[config.mk]
export PLATFORM = sky130hd
export DESIGN_NAME = decode_top
export DESIGN_NICKNAME = d
export VERILOG_FILES = /design/src/decode_pkg.sv /design/src/fetch_queue.sv /design/src/control_decoder.sv /design/src/register_file.sv /design/src/hazard_scoreboard.sv /design/src/issue_stage.sv /design/src/ex_credit_port.sv /design/src/decode_top.sv
export SDC_FILE = /design/constraint.sdc
export NUM_CORES = 1
export LEC_CHECK = 0
export BUFFER_PORTS_ARGS = -buffer_cell sky130_fd_sc_hd__buf_2
export CAP_MARGIN = 10
export CORE_ASPECT_RATIO = 0.9
export CORE_MARGIN = 1.5
export CORE_UTILIZATION = 40
export CTS_CLUSTER_SIZE = 24
export DETAILED_ROUTE_END_ITERATION = 10
export HOLD_SLACK_MARGIN = 0.02
export PLACE_DENSITY = 0.7
export SYNTH_ARGS = -nofsm -noshare
export SYNTH_HDL_FRONTEND = slang
export SYNTH_SLANG_ARGS = --single-unit
[constraint.sdc]
create_clock -name clk -period 7.4 [get_ports clk]
set_clock_uncertainty 0.1 [all_clocks]
set_input_delay 0.37 -clock clk [delete_from_list [all_inputs] [get_ports clk]]
set_output_delay 0.37 -clock clk [all_outputs]
set_load 0.05 [all_outputs]
[src/decode_pkg.sv]
// Decode stage shared definitions
`default_nettype none

package decode_pkg;

    localparam int DATA_W      = 16;               // Operand width
    localparam int REG_N       = 16;               // Register count
    localparam int REG_W       = $clog2(REG_N);    // Register index width
    localparam int FETCH_DEPTH = 4;                // Queue entries, also initial fetch credits
    localparam int EX_CREDITS  = 2;                // Credits granted by execute at reset
    localparam int PTR_W       = $clog2(FETCH_DEPTH);
    localparam int CNT_W       = $clog2(FETCH_DEPTH + 1);
    localparam int CRED_W      = $clog2(EX_CREDITS + 1);

    localparam logic [REG_W-1:0]  SP_REG   = 4'd15;   // Stack pointer
    localparam logic [REG_W-1:0]  DS_REG   = 4'd14;   // Data segment
    localparam logic [DATA_W-1:0] SP_RESET = '1;      // SP after reset

    // ALU operation codes sent to execute
    localparam logic [2:0] ALU_ADD = 3'd0;
    localparam logic [2:0] ALU_SUB = 3'd1;
    localparam logic [2:0] ALU_AND = 3'd2;
    localparam logic [2:0] ALU_OR  = 3'd3;

    // Instruction opcode, bits 15:12
    typedef enum logic [3:0] {
        OP_ADD  = 4'h0,
        OP_SUB  = 4'h1,
        OP_AND  = 4'h2,
        OP_OR   = 4'h3,
        OP_ADDI = 4'h4,   // 4-bit imm in [3:0]
        OP_LW   = 4'h5,   // Reg [11:8], imm [7:0], base DS
        OP_SW   = 4'h6,
        OP_BR   = 4'h7,   // Cond [10:8], offset [7:0]
        OP_CALL = 4'h8,   // Target [11:0]
        OP_RET  = 4'h9,
        OP_NOP  = 4'hF
    } opcode_e;

    // Control fields, 10 bits
    typedef struct packed {
        logic       reg_write;
        logic       mem_to_reg;   // Load
        logic       reg_to_mem;   // Save
        logic       alu_src;      // Immediate as operand 2
        logic [2:0] alu_op;
        logic       branch;
        logic       call;
        logic       ret;
    } ctrl_t;

    // Bundle handed to execute
    typedef struct packed {
        ctrl_t             ctrl;
        logic [DATA_W-1:0] read_data_1;
        logic [DATA_W-1:0] read_data_2;
        logic [DATA_W-1:0] sign_ext;
        logic [REG_W-1:0]  dest_reg;
        logic [2:0]        branch_cond;
        logic [11:0]       call_target;
        logic [DATA_W-1:0] pc;
    } decoded_t;

    // Fetched instruction
    typedef struct packed {
        logic [15:0]       instr;
        logic [DATA_W-1:0] pc;
    } fetch_t;

    // Writeback port
    typedef struct packed {
        logic              valid;
        logic [REG_W-1:0]  idx;
        logic [DATA_W-1:0] data;
    } wb_t;

endpackage

`default_nettype wire

[src/fetch_queue.sv]
// Fetch instruction queue
`timescale 1ns/100ps
`default_nettype none

module fetch_queue (
    input  logic               clk,
    input  logic               rst,
    input  logic               fetch_valid,   // Fetch holds a credit when this is high
    input  decode_pkg::fetch_t fetch,
    input  logic               pop,
    output logic               head_valid,
    output decode_pkg::fetch_t head,
    output logic               fetch_credit   // One credit back per pop
);
    import decode_pkg::*;

    fetch_t           mem [FETCH_DEPTH];   // Circular buffer
    logic [PTR_W-1:0] wr_ptr;
    logic [PTR_W-1:0] rd_ptr;
    logic [CNT_W-1:0] count;               // Occupancy

    // Pointer advance with wrap
    function automatic logic [PTR_W-1:0] ptr_inc(input logic [PTR_W-1:0] ptr);
        if (ptr == PTR_W'(FETCH_DEPTH - 1)) begin
            return '0;
        end
        return ptr + 1'b1;
    endfunction

    assign head_valid = (count != '0);
    assign head       = mem[rd_ptr];   // Oldest entry

    // Payload storage
    always_ff @(posedge clk) begin
        if (fetch_valid) begin
            mem[wr_ptr] <= fetch;
        end
    end

    always_ff @(posedge clk) begin
        if (rst) begin
            wr_ptr       <= '0;
            rd_ptr       <= '0;
            count        <= '0;
            fetch_credit <= 1'b0;
        end else begin
            if (fetch_valid) begin
                wr_ptr <= ptr_inc(wr_ptr);
            end
            if (pop) begin
                rd_ptr <= ptr_inc(rd_ptr);
            end
            case ({fetch_valid, pop})
                2'b10:   count <= count + 1'b1;   // Push only
                2'b01:   count <= count - 1'b1;   // Pop only
                default: count <= count;          // Both or neither
            endcase
            fetch_credit <= pop;   // Pulses the cycle after the pop
        end
    end

endmodule

`default_nettype wire

[src/control_decoder.sv]
// Opcode control decoder
`timescale 1ns/100ps
`default_nettype none

module control_decoder (
    input  decode_pkg::opcode_e opcode,
    output decode_pkg::ctrl_t   ctrl,
    output logic                data_reg,      // Read port 1 from DS
    output logic                stack_reg,     // Read port 1 from SP
    output logic                rt_src,        // Read reg 2 from [11:8]
    output logic                sign_ext_sel   // 1 = 8-bit L/S imm
);
    import decode_pkg::*;

    always_comb begin
        ctrl         = '0;   // NOP unless decoded below
        data_reg     = 1'b0;
        stack_reg    = 1'b0;
        rt_src       = 1'b0;
        sign_ext_sel = 1'b0;
        case (opcode)
            OP_ADD: begin
                ctrl.reg_write = 1'b1;
                ctrl.alu_op    = ALU_ADD;
            end
            OP_SUB: begin
                ctrl.reg_write = 1'b1;
                ctrl.alu_op    = ALU_SUB;
            end
            OP_AND: begin
                ctrl.reg_write = 1'b1;
                ctrl.alu_op    = ALU_AND;
            end
            OP_OR: begin
                ctrl.reg_write = 1'b1;
                ctrl.alu_op    = ALU_OR;
            end
            OP_ADDI: begin
                ctrl.reg_write = 1'b1;
                ctrl.alu_src   = 1'b1;      // 4-bit imm
                ctrl.alu_op    = ALU_ADD;
            end
            OP_LW: begin
                ctrl.reg_write  = 1'b1;
                ctrl.mem_to_reg = 1'b1;
                ctrl.alu_src    = 1'b1;     // DS + imm
                ctrl.alu_op     = ALU_ADD;
                data_reg        = 1'b1;
                sign_ext_sel    = 1'b1;
            end
            OP_SW: begin
                ctrl.reg_to_mem = 1'b1;
                ctrl.alu_src    = 1'b1;
                ctrl.alu_op     = ALU_ADD;
                data_reg        = 1'b1;
                rt_src          = 1'b1;     // Store data from [11:8]
                sign_ext_sel    = 1'b1;
            end
            OP_BR: begin
                ctrl.branch = 1'b1;
            end
            OP_CALL: begin
                ctrl.call   = 1'b1;
                ctrl.alu_op = ALU_SUB;      // SP decrement
                stack_reg   = 1'b1;
            end
            OP_RET: begin
                ctrl.ret    = 1'b1;
                ctrl.alu_op = ALU_ADD;      // SP increment
                stack_reg   = 1'b1;
            end
            default: begin
                ctrl = '0;                  // OP_NOP and undefined codes
            end
        endcase
    end

endmodule

`default_nettype wire

[src/register_file.sv]
// 16x16 register file
`timescale 1ns/100ps
`default_nettype none

module register_file (
    input  logic             clk,
    input  logic             rst,
    input  decode_pkg::wb_t  wb,
    input  logic [3:0]       rs,
    input  logic [3:0]       rt,
    input  logic             data_reg,
    input  logic             stack_reg,
    output logic [15:0]      read_data_1,
    output logic [15:0]      read_data_2
);
    import decode_pkg::*;

    logic [DATA_W-1:0] regs [REG_N];

    // Write port, SP comes out of reset at SP_RESET
    always_ff @(posedge clk) begin
        if (rst) begin
            for (int i = 0; i < REG_N; i++) begin
                regs[i] <= '0;
            end
            regs[SP_REG] <= SP_RESET;
        end else if (wb.valid) begin
            regs[wb.idx] <= wb.data;
        end
    end

    // Port 1 may be forced to a fixed register
    always_comb begin
        if (data_reg) begin
            read_data_1 = regs[DS_REG];   // Load/save base
        end else if (stack_reg) begin
            read_data_1 = regs[SP_REG];   // Call/ret
        end else begin
            read_data_1 = regs[rs];
        end
    end

    assign read_data_2 = regs[rt];

endmodule

`default_nettype wire

[src/hazard_scoreboard.sv]
// Pending-write scoreboard
`timescale 1ns/100ps
`default_nettype none

module hazard_scoreboard (
    input  logic            clk,
    input  logic            rst,
    input  logic [3:0]      rs,            // Effective read reg 1
    input  logic [3:0]      rt,
    input  logic            uses_rs,
    input  logic            uses_rt,
    input  logic [3:0]      dest,
    input  logic            writes_dest,
    input  logic            issue,
    input  decode_pkg::wb_t wb,
    output logic            hazard
);
    import decode_pkg::*;

    logic [REG_N-1:0] pending;   // One bit per register

    always_ff @(posedge clk) begin
        if (rst) begin
            pending <= '0;
        end else begin
            if (wb.valid) begin
                pending[wb.idx] <= 1'b0;   // Write completed
            end
            // Later assignment wins on the same index
            if (issue && writes_dest) begin
                pending[dest] <= 1'b1;
            end
        end
    end

    // RAW on either source, WAW on dest
    assign hazard = (uses_rs && pending[rs])
                 || (uses_rt && pending[rt])
                 || (writes_dest && pending[dest]);

endmodule

`default_nettype wire

[src/issue_stage.sv]
// Decode and issue logic
`timescale 1ns/100ps
`default_nettype none

module issue_stage (
    input  logic                 clk,
    input  logic                 rst,
    input  logic                 head_valid,
    input  decode_pkg::fetch_t   head,
    input  logic                 credit_avail,   // Execute can take a bundle
    input  decode_pkg::wb_t      wb,
    output logic                 pop,
    output logic                 issue_valid,
    output decode_pkg::decoded_t issued
);
    import decode_pkg::*;

    opcode_e          opcode;
    ctrl_t            ctrl;
    logic             data_reg;
    logic             stack_reg;
    logic             rt_src;
    logic             sign_ext_sel;
    logic [REG_W-1:0] rs;
    logic [REG_W-1:0] rt;
    logic [REG_W-1:0] ls_reg;       // Dest, also SW data reg
    logic [REG_W-1:0] rs_eff;       // What port 1 really reads
    logic             uses_rs;
    logic             uses_rt;
    logic             hazard;
    logic             go;
    logic [DATA_W-1:0] rd1;
    logic [DATA_W-1:0] rd2;
    logic [DATA_W-1:0] imm;

    // Instruction fields
    assign opcode = opcode_e'(head.instr[15:12]);
    assign ls_reg = head.instr[11:8];
    assign rs     = head.instr[7:4];
    assign rt     = rt_src ? ls_reg : head.instr[3:0];   // SW stores [11:8]

    assign rs_eff = data_reg ? DS_REG : (stack_reg ? SP_REG : rs);

    // Source use follows from the control fields
    assign uses_rs = ctrl.reg_write || ctrl.reg_to_mem || ctrl.call || ctrl.ret;
    assign uses_rt = (ctrl.reg_write && !ctrl.alu_src) || ctrl.reg_to_mem;

    // Sign extension of the selected immediate
    assign imm = sign_ext_sel ? {{8{head.instr[7]}}, head.instr[7:0]}
                              : {{12{head.instr[3]}}, head.instr[3:0]};

    control_decoder control_decoder_inst (
        .opcode       (opcode),
        .ctrl         (ctrl),
        .data_reg     (data_reg),
        .stack_reg    (stack_reg),
        .rt_src       (rt_src),
        .sign_ext_sel (sign_ext_sel)
    );

    register_file register_file_inst (
        .clk         (clk),
        .rst         (rst),
        .wb          (wb),
        .rs          (rs),
        .rt          (rt),
        .data_reg    (data_reg),
        .stack_reg   (stack_reg),
        .read_data_1 (rd1),
        .read_data_2 (rd2)
    );

    hazard_scoreboard hazard_scoreboard_inst (
        .clk         (clk),
        .rst         (rst),
        .rs          (rs_eff),
        .rt          (rt),
        .uses_rs     (uses_rs),
        .uses_rt     (uses_rt),
        .dest        (ls_reg),
        .writes_dest (ctrl.reg_write),
        .issue       (go),
        .wb          (wb),
        .hazard      (hazard)
    );

    // Head waits in the queue until it can go
    assign go          = head_valid && !hazard && credit_avail;
    assign pop         = go;
    assign issue_valid = go;

    always_comb begin
        issued.ctrl        = ctrl;
        issued.read_data_1 = rd1;
        issued.read_data_2 = rd2;
        issued.sign_ext    = imm;
        issued.dest_reg    = ls_reg;
        issued.branch_cond = head.instr[10:8];
        issued.call_target = head.instr[11:0];
        issued.pc          = head.pc;
    end

endmodule

`default_nettype wire

[src/ex_credit_port.sv]
// Execute-side output register
`timescale 1ns/100ps
`default_nettype none

module ex_credit_port (
    input  logic                 clk,
    input  logic                 rst,
    input  logic                 issue_valid,
    input  decode_pkg::decoded_t issued,
    input  logic                 ex_credit,      // One credit back from execute
    output logic                 credit_avail,
    output logic                 out_valid,
    output decode_pkg::decoded_t out
);
    import decode_pkg::*;

    logic [CRED_W-1:0] credits;   // Free slots downstream

    assign credit_avail = (credits != '0);

    // Bundle register, only loaded on issue
    always_ff @(posedge clk) begin
        if (issue_valid) begin
            out <= issued;
        end
    end

    always_ff @(posedge clk) begin
        if (rst) begin
            out_valid <= 1'b0;
            credits   <= CRED_W'(EX_CREDITS);
        end else begin
            out_valid <= issue_valid;   // One cycle after issue
            case ({issue_valid, ex_credit})
                2'b10:   credits <= credits - 1'b1;
                2'b01:   credits <= credits + 1'b1;
                default: credits <= credits;   // Both cancel
            endcase
        end
    end

endmodule

`default_nettype wire

[src/decode_top.sv]
// Decode stage top level
`timescale 1ns/100ps
`default_nettype none

module decode_top (
    input  logic                 clk,
    input  logic                 rst,
    input  logic                 fetch_valid,
    input  decode_pkg::fetch_t   fetch,
    output logic                 fetch_credit,
    input  decode_pkg::wb_t      wb,
    input  logic                 ex_credit,
    output logic                 out_valid,
    output decode_pkg::decoded_t out
);
    import decode_pkg::*;

    logic     head_valid;
    fetch_t   head;
    logic     pop;
    logic     credit_avail;
    logic     issue_valid;
    decoded_t issued;

    fetch_queue fetch_queue_inst (
        .clk          (clk),
        .rst          (rst),
        .fetch_valid  (fetch_valid),
        .fetch        (fetch),
        .pop          (pop),
        .head_valid   (head_valid),
        .head         (head),
        .fetch_credit (fetch_credit)
    );

    issue_stage issue_stage_inst (
        .clk          (clk),
        .rst          (rst),
        .head_valid   (head_valid),
        .head         (head),
        .credit_avail (credit_avail),
        .wb           (wb),
        .pop          (pop),
        .issue_valid  (issue_valid),
        .issued       (issued)
    );

    ex_credit_port ex_credit_port_inst (
        .clk          (clk),
        .rst          (rst),
        .issue_valid  (issue_valid),
        .issued       (issued),
        .ex_credit    (ex_credit),
        .credit_avail (credit_avail),
        .out_valid    (out_valid),
        .out          (out)
    );

endmodule

`default_nettype wire

Yosys cells after proc, flatten, opt, wreduce, memory -nomap -nowiden:

Memory sizes are Yosys's and may differ from the RTL's. A register that Yosys moved wholly into a read port is not among the register bits.
Cells that the tools add are included.

* memory bits (writable): 384
* input bits: 57
* word-level logic and storage cells: 135
* latch bits: 0
* ROM bits: 0
* bits in registers: 103
* memories kept: 2
* output and inout port bits: 95

* div/mod/pow operators: 0
* muxes and demuxes: 54
* magnitude comparators: 6
* add/subtract/negate cells: 6
* equal/unequal tests: 15
* reduce and logical (&&, ||, !) cells: 28
* bitwise operators: 4
* multiply operators: 0
* shifts and indexed selects: 0

Memories
* issue_stage_inst.register_file_inst.regs: depth 16, bits a word 16, rd ports 4, clocked after Yosys merged registers in 1, write ports 16, line register_file.sv:18 `logic [DATA_W-1:0] regs [REG_N];`
* fetch_queue_inst.mem: depth 4, bits a word 32, rd ports 1, clocked after Yosys merged registers in 1, write ports 1, line fetch_queue.sv:17 `fetch_t mem [FETCH_DEPTH];`

Operator list (count)
* $mux W16: 8
* $mux W1: 28
* $lt A4 B5 Y1 const B: 4
* $and A16 B16 Y16: 1
* $eq A4 B3 Y1 const B: 4
* $mux W4: 4
* $not A16 Y16: 1
* $or A16 B16 Y16: 1
* $reduce_or A16 Y1: 1
* $bmux W1 S4: 3
* $mux W2: 6
* $logic_and A1 B1 Y1: 9
* $demux W1 S4: 2
* $eq A2 B2 Y1 const B: 4
* $eq A4 B2 Y1 const B: 2
* $eq A4 B4 Y1 const B: 2
* $ge A4 B1 Y1 const B: 2
* $add A2 B1 Y2 const B: 3
* $logic_or A1 B1 Y1: 6
* $pmux W2 S3: 1
* $pmux W3 S2: 1
* $reduce_bool A2 Y1: 3
* $reduce_or A2 Y1: 3
* $reduce_or A6 Y1: 1
* 11 further kinds: 13

Logic depth before layout (Yosys ltp):

* depth in word-level cells: 18
* gate-level depth with buffers: 17
* gate-level depth less buffers: 13

Modules after synthesis:

Synthesis repeated with hierarchy kept, for this count alone.

* cells, all modules: 1387
* area, all modules: 23747.8 um^2

By module, submodules not included
* register_file: cells an instance 841, times used 1, seq. area each 7687.4 um^2, area each 13900.8 um^2
* fetch_queue: cells an instance 212, times used 1, seq. area each 4043.9 um^2, area each 5118.7 um^2
* ex_credit_port: cells an instance 106, times used 1, seq. area each 2852.7 um^2, area each 2919.0 um^2
* hazard_scoreboard: cells an instance 137, times used 1, seq. area each 320.3 um^2, area each 1143.6 um^2
* issue_stage: cells an instance 71, times used 1, seq. area each 0.0 um^2, area each 495.5 um^2
* control_decoder: cells an instance 20, times used 1, seq. area each 0.0 um^2, area each 170.2 um^2

Worst setup path before layout:

OpenSTA, ideal clock, no wires.

* kind: register -> register
* start: reg with a tool-made name
* end: reg fetch_queue_inst.count[2]
* slack: 0.073 ns
* path buffers: 3
* period minus slack after synthesis: 7.327 ns
* setup time: 0.071 ns
* stages on the path, launching flop included: 16
* data arrival time: 7.156 ns
* data required time: 7.229 ns
* cells stage by stage: dfxtp_1 buf_6 mux4_2 and4bb_1 buf_4 buf_6 mux2_1 o311ai_1 o211ai_2 nor2_1 ha_1 inv_1 fa_1 xor2_1 or3_1 a21oi_1

RTL lines
* to (signal assigned): line fetch_queue.sv:54 `2'b10: count <= count + 1'b1;`
* to (signal assigned): line fetch_queue.sv:55 `2'b01: count <= count - 1'b1;`
* to (signal assigned): line fetch_queue.sv:56 `default: count <= count;`
* to (decl): line fetch_queue.sv:20 `logic [CNT_W-1:0] count;`

==> out/results.txt <==
The number of clock buffers added by TritonCTS is 50. For this run, the detailed router's first-pass iteration total came to 6. Horizontal die dimension: 258 µm. The setup total negative slack was 0 ps. The area enclosed by the die boundary was 59800 µm².

The warning count from the yosys run is 0. TritonCTS built the clock tree. The worst path needs 6120 ps of the cycle, external delays included. The wire length of the first global-routing pass was 94.3 mm; the starting utilization of the core area was 40.7%. Based on the critical path, the design can be clocked at up to 163 MHz.

The clock tree buffer depth was 3; the number of buffer cells added on primary ports was 150. The detailed-route wire length per cell is 24.0 µm. Clock tree root driver cell: clkbuf_16. The H-tree level count was 2. The post-detailed-placement half-perimeter wirelength came out at 39.3 mm. The worst pin sits at a relative slew slack of 18.4%. Yosys mapped a number of flops with a built-in enable equal to 457. On the worst path, the slowest cell contributes a delay of 970 ps.

The tools report the register area as 14300 µm². The synthesized design contains 485 register bits. Number of endpoints with negative hold slack in the final report: 0. The area of the placeable core was 57300 µm²; the power density of the placed cells was 381 nW/µm².

The type of element capturing the critical path was a register. Fill cell instance count of the final layout: 5035. The critical setup path kind was register to register. Netlist area before placement: 23400 µm². After clock tree synthesis, the clock-pin slew on the worst setup and hold paths is 60 ps.

For this run, the total global-route usage over all layers was measured as 21.0%. The number of buffers and inverters on the critical path is 1. The tools report the final wirelength as 62.9 mm.

After clock tree synthesis, the repair step resized 0 gates. edfxtp_1 is the most common cell in the netlist. After synthesis, the cell types taking the most area are edfxtp_1 (59%), mux4_2 (11%), and2_1 (7.9%). Sorting the synthesized cells by how often they occur yields edfxtp_1 (457), and2_1 (295), nand2_1 (208).

The count of cells in the finished layout, fillers not included, comes to 2622. The number of global-route vias before repair came out at 15.1k. The portion of the clock cycle consumed by the worst path in the final layout was 82.8%; the area growth from synthesis to layout was 14.0%. The logs give 152 for the I/O pin total and 61.2% for the sequential fraction of the synthesis area.

The run gives 0 as the count of final max-slew check failures. The maximum net fanout on the critical path was 23. The flow ran to the end, and the final reports show no timing, DRC or antenna violations.

The tools report the number of antenna violations at the first check in global routing as 6. Among all flip-flop cells after synthesis, the most frequent one is edfxtp_1. The cell count after synthesis came out at 1707. The total of max-cap violations was 0.

The insertion delay to the later sink of the worst-skew pair is 590 ps. The critical path goes through mux4_2 > and4bb_1 > o22a_1 > o211ai_1 > o211ai_1 > nand3_1 > nor2_4 > ha_1 > inv_1 > fa_1 > xor2_1 > or3_1 > a21oi_1. Across the VDD grid, the largest voltage drop is 253 µV.

Site row count: 83. Of all cell types, the one taking the most synthesized area is edfxtp_1. In the routed design, unresolved DRC markers number 0. The logs give 9.26 nW for the leakage component of the power and 8330 µm² for the multi-input combinational cell area.

Global routing finished with a remaining overflow of 0. After clock tree synthesis, the flow added hold-fix buffers numbering 33. Dividing the detail-routed via count by the number of cells gives 5.78. Counting every net in the synthesized netlist gives 1772. The area share of the largest cell type after synthesis was 58.8%. The final route contains 15.2k vias.

Setup violations remaining at the end of the flow were counted as 0. The congestion estimate from routability-driven global placement came to 0.892. After detailed placement, the design holds a cell count of 2493. In this run the post-CTS setup repair buffer count came out at 0. From bottom edge to top edge, the die measures 232 µm. Broken down by cell family, the worst path's largest delay share belongs to simple AND/OR/NAND/NOR gates. Setup repair after global routing left no endpoint under its margin. The worst path meets setup with 1280 ps of slack. The count of unique library cells instantiated by Yosys is 62.

STA puts the critical path data required time at 7810 ps. The library cell appearing most often on the critical path was o211ai_1. The post-route netlist has 21.9% of its cells at a drive strength greater than 1. The pre-CTS setup slack was 1330 ps. The per-instance average area after synthesis was 13.7 µm². The kind of path behind the tightest hold check was input port to register.

The transition at the pin with the smallest max-transition slack works out to 1220 ps. The first routing iteration left 1618 violations. The slowest stage of the critical path is the o22a_1 cell. In the final design database the tool counted 1878 nets. The run gives 6530 ps as the signal arrival time at the worst endpoint.

Of all flip-flops after synthesis, the portion carrying an async set or reset was 0%. The tools report the number of nets still failing antenna checks after routing as 0. Counting every sink on the clock net gives 485. Entering global routing, the biggest net connects 70 pins. STA classifies the critical path startpoint as a register.
## flip-flops by register name, summed over array words and instances (netlist names), named ones only
name                                             count
issue_stage_inst.register_file_inst.regs           256
fetch_queue_inst.mem                               128
ex_credit_port_inst.out                             73
issue_stage_inst.hazard_scoreboard_inst.pending     16
fetch_queue_inst.count                               3
ex_credit_port_inst.credits                          2
fetch_queue_inst.rd_ptr                              2
fetch_queue_inst.wr_ptr                              2
ex_credit_port_inst.out_valid                        1
## per-stage QoR
stage                     cell area (µm²)  utilization [%]  hold WS, ps  total power, W
after floorplan                     23400                -          358         0.00664
after global placement              24600             43.0          406         0.00753
final                               26600             46.4          114          0.0101
after detailed placement            24600             43.0          394         0.00761
after CTS                           26600             46.4         88.3          0.0102
after global routing                26600             46.4          119          0.0105
## metal layers
layer | part of all wire, % | global-route usage, %
met1 | 39 | 27.3
met3 | 9.7 | 5.05
met2 | 49 | 34.5
met5 | 0 | 0
met4 | 2.5 | 7.05
## power breakdown
group | leakage (nW) | switching, W | total, W | internal [W]
registers | 4.55 | 0.000201 | 0.00373 | 0.00352
clock network | 0.809 | 0.00105 | 0.00254 | 0.00148
logic | 3.91 | 0.00274 | 0.00387 | 0.00113
total | 9.26 | 0.00399 | 0.0101 | 0.00614
## logic make-up after synthesis
family          synth area share (%)
mux                             12.9
other cells                   0.0161
flops                           61.2
fa+ha+maj                      0.461
xor+xnor                       0.225
simple gates                    14.0
compound gates                  7.74
buf+inv                         3.50
## worst min-delay path, delay by kind of cell
family | cells | cell delay, ps
adder cells (fa/ha/maj) | 1 | 170
AND/OR/NAND/NOR | 1 | 70
XOR/XNOR | 1 | 70
buffers and inverters | 1 | 80
## path summary, 6_finish.rpt
kind | start | endpoint | slack (ps) | depth (start not counted)
worst max-delay path | register | fetch_queue_inst.count[2] | 1280 | 13
worst min-delay path | ex_credit | ex_credit_port_inst.credits[0] | 110 | 4
worst max register to register | register | fetch_queue_inst.count[2] | 1280 | 13
worst min register to register | fetch_queue_inst.rd_ptr[1] | fetch_queue_inst.rd_ptr[1] | 430 | 2
## cells in the final DEF, fill, tap and decap left out, types with 18 or more instances in the layout
cell type / instances
a211oi_1: 65
a31oi_1: 34
and2_1: 295
buf_2: 150
buf_4: 28
clkbuf_16: 53
dfxtp_1: 27
dlygate4sd3_1: 33
edfxtp_1: 457
inv_1: 26
mux2i_1: 35
mux4_2: 113
nand2_1: 208
nand3_1: 35
nor2_1: 27
o211ai_1: 21
o21ai_0: 24
or3_1: 18
## layout make-up
class	instances	share of cell area [%]
flip-flops and latches	485	53.7
multi-input cells	1038	31.3
clock buffers	61	5.09
repair buffers	211	4.85
well taps	765	3.59
clock inverters	31	1.10
inverters	27	0.381
diodes	4	0.0376
Note: power is estimated with default switching activity, not from simulation.
